==> config.mk <==
export PLATFORM = sky130hd
export DESIGN_NAME = key_loader_top
export DESIGN_NICKNAME = d
export VERILOG_FILES = /design/src/logic/key_pkg.sv /design/src/logic/bus_pkg.sv /design/src/logic/key_load_fsm.sv /design/src/logic/byte_counter.sv /design/src/logic/key_shift.sv /design/src/logic/key_regs.sv /design/src/logic/key_loader_top.sv
export SDC_FILE = /design/constraint.sdc
export NUM_CORES = 1
export LEC_CHECK = 0
export BUFFER_PORTS_ARGS = -buffer_cell sky130_fd_sc_hd__buf_2
export CAP_MARGIN = 10
export CELL_PAD_IN_SITES_DETAIL_PLACEMENT = 0
export CELL_PAD_IN_SITES_GLOBAL_PLACEMENT = 1
export CORE_ASPECT_RATIO = 0.75
export CORE_UTILIZATION = 45
export DETAILED_ROUTE_END_ITERATION = 8
export MAX_ROUTING_LAYER = met4
export PLACE_DENSITY_LB_ADDON = 0.1
export SLEW_MARGIN = 20
export SYNTH_ARGS = -nofsm -noshare
export SYNTH_HDL_FRONTEND = slang
export SYNTH_SLANG_ARGS = --single-unit
==> constraint.sdc <==
create_clock -name clk -period 15.88 [get_ports clk]
set_input_delay 3.176 -clock clk [delete_from_list [all_inputs] [get_ports clk]]
set_output_delay 3.176 -clock clk [all_outputs]
set_load 0.01 [all_outputs]
==> src/logic/key_pkg.sv <==
// Key format package: widths, byte count and load FSM states for the key loader
package key_pkg;

    // Configuration stream geometry
    localparam int KEY_BYTES  = 20;                 // Bytes per configuration stream
    localparam int BYTE_W     = 8;
    localparam int RAW_W      = BYTE_W * KEY_BYTES; // 160 raw bits
    localparam int CNT_W      = 5;                  // Enough for index 0..19

    // Derived key words
    localparam int KEY_W      = 64;                 // Cipher key
    localparam int RNG_W      = 16;                 // Encrypted address range
    localparam int SUM_W      = 12;                 // Running byte sum

    // Bit-selection network is built from 16-bit groups
    localparam int GRP_W      = 16;
    localparam int KEY_GROUPS = RAW_W / GRP_W;      // 10 groups

    // One byte as written by the host
    typedef logic [BYTE_W-1:0] key_byte_t;

    // Whole stream, first byte at the bottom once loaded
    typedef logic [RAW_W-1:0] raw_t;

    // Key handed to the decryption core
    typedef logic [KEY_W-1:0] key_t;

    // Upper bound of the encrypted address window
    typedef logic [RNG_W-1:0] addr_rng_t;

    // Sum of all bytes, zero-extended adds
    typedef logic [SUM_W-1:0] key_sum_t;

    // Byte index inside the stream
    typedef logic [CNT_W-1:0] byte_cnt_t;

    // Load sequencing
    typedef enum logic [1:0] {
        IDLE = 2'd0,                                // Nothing loaded yet
        LOAD = 2'd1,                                // Taking stream bytes
        DONE = 2'd2                                 // Key complete and valid
    } load_state_t;

endpackage

==> src/logic/bus_pkg.sv <==
// Bus package: Wishbone classic request and response structs plus register map
package bus_pkg;

    localparam int WB_ADR_W = 8;
    localparam int WB_DAT_W = 32;

    typedef logic [WB_ADR_W-1:0] wb_adr_t;             // Byte offset into the map
    typedef logic [WB_DAT_W-1:0] wb_dat_t;

    // Master to slave, held stable until ack
    typedef struct packed {
        logic    cyc;                                  // Bus cycle in progress
        logic    stb;                                  // Transfer strobe
        logic    we;                                   // High for write
        wb_adr_t adr;
        wb_dat_t dat_w;
    } wb_req_t;

    // Slave to master
    typedef struct packed {
        logic    ack;                                  // One cycle per transfer
        wb_dat_t dat_r;                                // Valid with ack
    } wb_rsp_t;

    // Register offsets
    localparam wb_adr_t REG_CTRL   = 8'h00;            // Bit 0 starts a load
    localparam wb_adr_t REG_DATA   = 8'h04;            // Bits 7:0 carry a stream byte
    localparam wb_adr_t REG_STATUS = 8'h08;            // Busy, done, sum
    localparam wb_adr_t REG_KEY_LO = 8'h0C;            // Key 31:0
    localparam wb_adr_t REG_KEY_HI = 8'h10;            // Key 63:32
    localparam wb_adr_t REG_RANGE  = 8'h14;            // Range in 15:0

    // Field positions
    localparam int CTRL_START_BIT = 0;
    localparam int STAT_BUSY_BIT  = 0;
    localparam int STAT_DONE_BIT  = 1;
    localparam int STAT_SUM_LSB   = 16;                // Sum sits in 27:16

endpackage

==> src/logic/key_load_fsm.sv <==
// Key load FSM: sequences start, byte acceptance and completion of a key stream
`timescale 1ns/1ps

module key_load_fsm
    import key_pkg::*;
(
    input  logic clk,
    input  logic rst,
    input  logic start_pulse,                       // CTRL write with start bit
    input  logic data_wr,                           // DATA write strobe
    input  logic last,                              // Counter sits on final byte
    output logic clear,                             // Wipe raw, sum and count
    output logic shift_en,                          // Take data byte this cycle
    output logic busy,
    output logic key_valid
);

    load_state_t state;
    load_state_t state_next;

    // Start always wins, even mid-load
    assign clear    = start_pulse;
    assign shift_en = data_wr && (state == LOAD);   // Strays outside LOAD dropped

    always_comb begin
        state_next = state;
        if (start_pulse) begin
            state_next = LOAD;                      // Restart from any state
        end else begin
            case (state)
                IDLE: state_next = IDLE;            // Wait for start
                LOAD: begin
                    if (shift_en && last) begin
                        state_next = DONE;          // 20th byte taken
                    end
                end
                DONE: state_next = DONE;            // Hold key until next start
                default: state_next = IDLE;
            endcase
        end
    end

    always_ff @(posedge clk or posedge rst) begin
        if (rst) begin
            state <= IDLE;
        end else begin
            state <= state_next;
        end
    end

    // Flags come off flops, one cycle behind the state edge
    always_ff @(posedge clk or posedge rst) begin
        if (rst) begin
            busy      <= 1'b0;
            key_valid <= 1'b0;
        end else begin
            busy      <= (state == LOAD);           // High from the cycle after entry
            key_valid <= (state == DONE);           // Drops once a restart is seen
        end
    end

endmodule

==> src/logic/byte_counter.sv <==
// Byte counter: counts accepted stream bytes and flags the final one
`timescale 1ns/1ps

module byte_counter
    import key_pkg::*;
(
    input  logic clk,
    input  logic rst,
    input  logic clear,                             // From start
    input  logic shift_en,                          // One per accepted byte
    output logic last                               // Next byte completes the stream
);

    // Index of the byte about to be taken
    byte_cnt_t cnt;

    always_ff @(posedge clk or posedge rst) begin
        if (rst) begin
            cnt <= '0;
        end else if (clear) begin
            cnt <= '0;                              // New stream
        end else if (shift_en) begin
            cnt <= cnt + byte_cnt_t'(1);
        end
    end

    // FSM only ever sees this compare
    assign last = (cnt == byte_cnt_t'(KEY_BYTES - 1));

endmodule

==> src/logic/key_shift.sv <==
// Key shift block: gathers stream bytes, keeps the byte sum and selects key and range bits
`timescale 1ns/1ps

module key_shift
    import key_pkg::*;
(
    input  logic      clk,
    input  logic      rst,
    input  logic      clear,                        // Start of a new stream
    input  logic      shift_en,                     // Byte accepted
    input  key_byte_t data_byte,
    output key_t      key,
    output addr_rng_t addr_rng,
    output key_sum_t  sum
);

    raw_t raw;                                      // Stream bytes, oldest at 7:0
    raw_t cfg;                                      // Reordered configuration word

    // Raw bit feeding the low word of each 16-bit config group
    // Group 0 is cfg[15:0]; upper key groups swap pairwise
    function automatic int grp_base(input int grp);
        case (grp)
            0:       return 128;
            1:       return 144;
            2:       return 96;
            3:       return 112;
            4:       return 80;
            5:       return 64;
            6:       return 48;
            7:       return 32;
            8:       return 16;
            default: return 0;                      // Group 9, range word
        endcase
    endfunction

    // Raw position for bit pos of a group starting at base
    // Bits arrive reversed, two low bits borrowed from the group below
    function automatic int src_bit(input int base, input int pos);
        if (pos >= 10) begin
            return base + 25 - pos;                 // Six bits from base+10 up
        end else if (pos >= 2) begin
            return base + 9 - pos;                  // Low byte of the group
        end else begin
            return (base + RAW_W - 7 - pos) % RAW_W; // Wraps for group 9
        end
    endfunction

    function automatic raw_t select_cfg(input raw_t src);
        raw_t res;
        int   base;
        res = '0;
        for (int grp = 0; grp < KEY_GROUPS; grp++) begin
            base = grp_base(grp);
            for (int pos = 0; pos < GRP_W; pos++) begin
                res[grp*GRP_W + pos] = src[src_bit(base, pos)];
            end
        end
        return res;
    endfunction

    always_ff @(posedge clk or posedge rst) begin
        if (rst) begin
            raw <= '0;
            sum <= '0;
        end else if (clear) begin
            raw <= '0;                              // Discard partial stream
            sum <= '0;
        end else if (shift_en) begin
            raw <= {data_byte, raw[RAW_W-1:BYTE_W]}; // New byte on top, rest slides down
            sum <= sum + key_sum_t'(data_byte);     // Zero-extended add
        end
    end

    // Pure wiring once unrolled
    always_comb begin
        cfg = select_cfg(raw);
    end

    assign key      = cfg[KEY_W-1:0];               // Low four groups
    assign addr_rng = cfg[RAW_W-1 -: RNG_W];        // Top group

endmodule

==> src/logic/key_regs.sv <==
// Key register block: Wishbone classic slave with command pulses and readback mux
`timescale 1ns/1ps

module key_regs
    import key_pkg::*;
    import bus_pkg::*;
(
    input  logic      clk,
    input  logic      rst,
    input  wb_req_t   wb_req,
    output wb_rsp_t   wb_rsp,
    output logic      start_pulse,                  // Aligned with ack
    output logic      data_wr,                      // Aligned with ack
    output key_byte_t data_byte,
    input  logic      busy,
    input  logic      key_valid,
    input  key_sum_t  sum,
    input  key_t      key,
    input  addr_rng_t addr_rng
);

    logic    ack_q;
    wb_dat_t dat_r_q;
    logic    wb_hit;                                // New transfer seen this cycle
    wb_dat_t rd_data;

    // Ack high blocks a second hit while stb is still up
    assign wb_hit = wb_req.cyc && wb_req.stb && !ack_q;

    // Readback mux
    always_comb begin
        rd_data = '0;
        case (wb_req.adr)
            REG_STATUS: begin
                rd_data[STAT_BUSY_BIT]             = busy;
                rd_data[STAT_DONE_BIT]             = key_valid;
                rd_data[STAT_SUM_LSB +: SUM_W]     = sum;
            end
            REG_KEY_LO: rd_data = key[WB_DAT_W-1:0];
            REG_KEY_HI: rd_data = key[KEY_W-1:WB_DAT_W];
            REG_RANGE:  rd_data[RNG_W-1:0] = addr_rng;
            default:    rd_data = '0;               // CTRL, DATA and holes read zero
        endcase
    end

    // Handshake and command strobes
    always_ff @(posedge clk or posedge rst) begin
        if (rst) begin
            ack_q       <= 1'b0;
            start_pulse <= 1'b0;
            data_wr     <= 1'b0;
        end else begin
            ack_q       <= wb_hit;                  // Single-cycle ack
            start_pulse <= wb_hit && wb_req.we && (wb_req.adr == REG_CTRL)
                           && wb_req.dat_w[CTRL_START_BIT];
            data_wr     <= wb_hit && wb_req.we && (wb_req.adr == REG_DATA);
        end
    end

    // Payload
    always_ff @(posedge clk) begin
        if (wb_hit) begin
            data_byte <= wb_req.dat_w[BYTE_W-1:0];
            dat_r_q   <= wb_req.we ? '0 : rd_data;  // Sampled with the request
        end
    end

    assign wb_rsp.ack   = ack_q;
    assign wb_rsp.dat_r = dat_r_q;

endmodule

==> src/logic/key_loader_top.sv <==
// Key loader top: Wishbone slave, load FSM, byte counter and shift block
`timescale 1ns/1ps

module key_loader_top
    import key_pkg::*;
    import bus_pkg::*;
(
    input  logic      clk,
    input  logic      rst,
    input  wb_req_t   wb_req,                       // From host CPU
    output wb_rsp_t   wb_rsp,
    output key_t      key,                          // To decryption core
    output addr_rng_t addr_rng,
    output logic      key_valid
);

    logic      start_pulse;
    logic      data_wr;
    key_byte_t data_byte;
    logic      clear;
    logic      shift_en;
    logic      last;
    logic      busy;
    key_sum_t  sum;

    key_regs i_key_regs (
        .clk         (clk),
        .rst         (rst),
        .wb_req      (wb_req),
        .wb_rsp      (wb_rsp),
        .start_pulse (start_pulse),
        .data_wr     (data_wr),
        .data_byte   (data_byte),
        .busy        (busy),
        .key_valid   (key_valid),
        .sum         (sum),
        .key         (key),
        .addr_rng    (addr_rng)
    );

    key_load_fsm i_key_load_fsm (
        .clk         (clk),
        .rst         (rst),
        .start_pulse (start_pulse),
        .data_wr     (data_wr),
        .last        (last),
        .clear       (clear),
        .shift_en    (shift_en),
        .busy        (busy),
        .key_valid   (key_valid)
    );

    byte_counter i_byte_counter (
        .clk      (clk),
        .rst      (rst),
        .clear    (clear),
        .shift_en (shift_en),
        .last     (last)
    );

    key_shift i_key_shift (
        .clk       (clk),
        .rst       (rst),
        .clear     (clear),
        .shift_en  (shift_en),
        .data_byte (data_byte),
        .key       (key),
        .addr_rng  (addr_rng),
        .sum       (sum)
    );

endmodule

# Yosys cells after proc, flatten, opt, wreduce, memory -nomap -nowiden
# Index checks and enable logic that the tools add are counted.
# word_totals
regBits,224
in_bits,45
output_inout_bits,114
wordCells,46
# classes
addsub,2
eq_ne,9
n_mux,13
reduce_logical,11
# op_table
operator,count
160-bit 2-to-1 mux,2
14-bit one-hot mux with 3 select lines,1
12-bit one-hot mux with 3 select lines,1
12-bit 2-to-1 mux,2
8-bit by 4-bit equality test with 1-bit output (second input constant),2
8-bit by 5-bit equality test with 1-bit output (second input constant),2
12-bit by 8-bit adder with 12-bit output,1
5-bit 2-to-1 mux,2
8-bit by 3-bit equality test with 1-bit output (second input constant),1
1-bit logical AND,8
8-bit zero test,1
2-bit one-hot mux with 4 select lines,1
4-bit one-hot mux with 2 select lines,1
5-bit by 1-bit adder with 5-bit output (second input constant),1
5-bit equality test (second input constant),1
2-bit 2-to-1 mux,2
2-bit one-hot mux with 2 select lines,1
3-bit inequality test (second input constant),1
2-bit by 1-bit equality test with 1-bit output (second input constant),1
2-bit equality test (second input constant),1
2-bit nonzero test,1
1-bit zero test,1

# Depth between registers and ports, before layout
# logic_depth
word_depth,6
ltp_mapped,8
depth_no_buf,6

# Modules after synthesis
# From an unflattened synthesis, not the netlist that was laid out.
# unflattened
hier_cells,942
hier_area_um2,10765.3
# by_module_without_submodules
module,instances,cells_per_inst,area_each_um2
key_shift,1,694,7882.6
key_regs,1,207,2377.3
byte_counter,1,24,291.5
key_load_fsm,1,17,214.0

# Worst setup path after synthesis
# Ideal clock, no wire load.
# synth_path
kind,input-to-reg
startpoint,input port wb_req[42] (netlist bit)
endpoint,register i_key_regs.start_pulse
setup_time_ps,68
t_arrival_ps,5477
required_time_ps,15812
setup_slack_ps,10335
cell_stages,4
path_cell_list,nand2_1 > nor2_1 > and3_1 > and3_1
# synth_via
elab_chain_cells,5
# synth_lines
element,line_no,source
start: declaration,key_loader_top.sv:10,"input wb_req_t wb_req,"
1-bit logical AND (2 in series),key_regs.sv:28,assign wb_hit = wb_req.cyc && wb_req.stb && !ack_q;
via i_key_regs.wb_hit,key_regs.sv:24,logic wb_hit;
1-bit logical AND (2 in series),key_regs.sv:54,start_pulse <= wb_hit && wb_req.we && (wb_req.adr == REG_CTRL)
1-bit logical AND,key_regs.sv:55,&& wb_req.dat_w[CTRL_START_BIT];
end signal: assignment,key_regs.sv:54,
end: declaration,key_regs.sv:12,"output logic start_pulse,"
# The timed path passes the listed nets, and every way through them passes these cells.
# A chain may end at the register's enable or synchronous reset.

# Worst setup path in the final report
# layout_path
startpoint,input port wb_req[33] (netlist bit)
endpoint,register i_key_regs.dat_r_q[0] (data pin)
# layout_via
elab_chain_cells,2
# layout_lines
element,line_no,source
8-bit by 5-bit equality test with 1-bit output / 8-bit by 4-bit equality test with 1-bit output (equally long branches),key_regs.sv:33,case (wb_req.adr)
2-bit one-hot mux with 4 select lines *,key_regs.sv:33,
end signal: assignment,key_regs.sv:64,dat_r_q <= wb_req.we ? '0 : rd_data;
end: declaration,key_regs.sv:23,wb_dat_t dat_r_q;
# Every way passes the cells marked *; elsewhere a longest branch is shown, timed or not.

==> results.sh <==
export IMPL_status="complete, no violations"
export IMPL_overflow=0
export IMPL_area_delta_synth_final_pct=11.4
export IMPL_muxShareOfSynthArea=0.0206
export IMPL_avgSynthCellArea_sq_um=9.51
export IMPL_async_reset_ff_frac=0.821
export IMPL_stdcell_count=1413
export IMPL_layout_drive_gt1_share=0.189
export IMPL_r2r_end="i_byte_counter.cnt[3]$_DFFE_PP0P_"
export IMPL_cts_path_max_buffers=3
export IMPL_synth_sequential_area_ratio=0.563
export IMPL_rsz0062_at_grt="no"
export IMPL_die_w_um=177
export IMPL_yosys_area_share_simple=0.165
export IMPL_crit_type="in -> reg"
export IMPL_post_dp_hpwl_um=17000
export IMPL_final_cell_mix="332 x nand2_1, 183 x dfrtp_1, 170 x a21oi_1, 134 x buf_2, 44 x nor2_1"
export IMPL_max_stage_delay_ns=0.82
export IMPL_cp_end_kind="flip-flop"
export IMPL_htree_levels=1
export IMPL_grt_first_pass_wirelength_um=42600
export IMPL_max_slew_margin=0.273
export IMPL_post_route_drc_count=0
export IMPL_finalCriticalPeriod_ns=5.14
export IMPL_cellPowerDensity_mw_per_mm2=108
export IMPL_path_max_fanout=14
export IMPL_path_cells="buf_2 > or4_4 > nor4b_4 > a222oi_1 > a2111oi_1"
export IMPL_required_ns=16.18
export IMPL_clk_pin_slew_ns=0.06
export IMPL_synth_fp_nets=1141
export IMPL_postCtsSetupBuffers=0
export IMPL_worst_slew_pin_slew_ns=1.09
export IMPL_first_iter_violations=657
export IMPL_ios=159
export IMPL_ys_ff_latch=224
export IMPL_synthAdderAreaFrac=0.0153
export IMPL_fin_crit_sh=0.324
export IMPL_slowest_stage="nor4b_4"
export IMPL_syn_cell_area_sq_mm=0.0103
export IMPL_totalWireLength_um=27300
export IMPL_viasPerCell=5.42
export IMPL_yosys_most_used_dff="dfrtp_1"
export IMPL_row_count=47
export IMPL_n_antenna_cell=0
export IMPL_cp_startpoint="wb_req[33]"
export IMPL_hold_viol=0
export IMPL_synth_compound_area_share=0.143
export IMPL_p_leak_nw=5.27
export IMPL_crit_buf_inv=1
export IMPL_grt_total_usage=0.243
export IMPL_grt_max_degree=133
export IMPL_synth_edff_count=40
export IMPL_synthCells=1084
export IMPL_cts_sinks=224
export IMPL_cts_resized=0
export IMPL_crit_arrival_ns=5.44
export IMPL_yosysWarnings=0
export IMPL_ant_nets=0
export IMPL_drv_cap=0
export IMPL_gp_congestion=0.819
export IMPL_hold_buffers=0
export IMPL_grt_pass1_vias=7145
export IMPL_die_h_um=133
export IMPL_clockRootBuffer="clkbuf_16"
export IMPL_vias=7663
export IMPL_fmax_ghz=0.195
export IMPL_fp_coreArea_sq_mm=0.0223
export IMPL_slew_viol_final=0
export IMPL_crit_end="i_key_regs.dat_r_q[0]$_SDFFCE_PP0P_"
export IMPL_synth_top_family_by_area="simple AND/OR/NAND/NOR gates"
export IMPL_port_buffers=134
export IMPL_drtPass1Iterations=5
export IMPL_setup_viol=0
export IMPL_cp_start_kind="input pin"
export IMPL_r2r_start="i_key_load_fsm.state[1]$_DFFE_PP0P_"
export IMPL_initial_core_util=0.462
export IMPL_hp_class="reg -> reg"
export IMPL_ir_drop_mv=0.0681
export IMPL_crit_cells=5
export IMPL_final_net_count=1158
export IMPL_tritoncts="yes"
export IMPL_final_common_cell="nand2_1"
export IMPL_finalSetupTns_ns=0
export IMPL_die_area_sq_mm=0.0235
export IMPL_clock_skew_ns=0.0140
export IMPL_wire_per_inst_um=19.3
export IMPL_num_fill_cells=2127
export IMPL_r2r_slack_ns=12.76
export IMPL_cts_buffers=24
export IMPL_dpl_cell_count=1368
export IMPL_synth_xor_area_frac=0.00425
export IMPL_ys_types=50
export IMPL_antenna_found_initial=1
export IMPL_critPathTopFamily="simple AND/OR/NAND/NOR gates"
export IMPL_reg2reg_depth=7
export IMPL_clk_latency_ns=0.53
[routing by layer]
metal	wire length, um	vias up	global-route usage
met5	0	-	-
met4	409	0	0.0455
met3	1500	31	0.0330
met2	11500	220	0.322
met1	13900	3783	0.389
li1	-	3629	-
[registers in the layout, indices dropped and copies added (netlist names)]
signal                    cells
i_key_shift.sum              12
i_key_regs.ack_q              1
i_key_regs.data_wr            1
i_key_shift.raw             160
i_key_regs.data_byte          8
i_byte_counter.cnt            5
i_key_regs.start_pulse        1
i_key_load_fsm.state          2
i_key_load_fsm.key_valid      1
i_key_regs.dat_r_q           32
i_key_load_fsm.busy           1
[worst reg2reg max path, delay by kind of cell (launching register included)]
family,cells,cell delay [ns]
DFF,1,0.40
and+or+nand+nor,3,1.02
buffers and inverters,2,1.04
adders and majority gates,1,0.34
xor gates and xnor gates,1,0.19
[cell usage after synthesis (all sizes together) (8+ instances only)]
master	count	area, sq um
nor2	45	169
nand2	333	1250
edfxtp	40	1200
buf	92	663
mux2	18	203
nor2b	8	50.1
ha	11	138
a22oi	25	188
a21oi	170	851
dfrtp	184	4600
a22o	11	96.3
clkbuf	60	225
[per-stage QoR]
step	total power, mW	utilization	cell area, sq um	worst slack, ns	hold slack, ns
after floorplan	0.617	-	10300	7.70	0.479
after global placement	0.629	0.473	10500	10.35	0.494
after detailed placement	0.629	0.473	10500	10.28	0.498
after CTS	1.25	0.513	11400	10.84	0.512
after global routing	1.28	0.515	11500	10.66	0.528
final	1.24	0.515	11500	10.74	0.513
[power breakdown]
group	internal (mW)	total (mW)	switching [mW]	leakage, nW
Combinational	0.00647	0.0277	0.0212	1.87
Sequential	0.588	0.590	0.00169	2.96
Clock	0.389	0.626	0.237	0.442
Total	0.984	1.24	0.260	5.27
[logic make-up after synthesis]
| logic type | Yosys count |
|---|---|
| AOI/OAI and AO/OA | 248 |
| xor gates and xnor gates | 5 |
| adders and majority gates | 12 |
| buffers and inverters | 158 |
| DFF | 224 |
| muxes | 19 |
| and+or+nand+nor | 418 |
[worst min-delay path by stage]
stage	from	end	slack (ns)	cells after the start
after global placement	i_key_load_fsm.state[0]$_DFFE_PP0P_	i_key_load_fsm.state[0]$_DFFE_PP0P_	0.49	1
after floorplan	i_key_load_fsm.state[0]$_DFFE_PP0P_	i_key_load_fsm.state[0]$_DFFE_PP0P_	0.48	1
after detailed placement	i_key_load_fsm.state[0]$_DFFE_PP0P_	i_key_load_fsm.state[0]$_DFFE_PP0P_	0.50	1
after CTS	i_key_load_fsm.state[0]$_DFFE_PP0P_	i_key_load_fsm.state[0]$_DFFE_PP0P_	0.51	1
final	i_key_load_fsm.state[0]$_DFFE_PP0P_	i_key_load_fsm.state[0]$_DFFE_PP0P_	0.51	1
after global routing	i_key_shift.raw[27]$_DFFE_PP0P_	i_key_shift.raw[19]$_DFFE_PP0P_	0.53	2
[area by class of cell]
type / count / area [sq um] / area share
sequential: 224 / 5810 / 0.506
multi-input combinational: 702 / 3620 / 0.315
timing repair buffer: 143 / 762 / 0.0664
clock buffer: 36 / 747 / 0.0651
tap: 294 / 368 / 0.0321
clock inverter: 8 / 144 / 0.0125
inverter: 6 / 30.0 / 0.00262
No activity file was read; power rests on OpenSTA's default activity.
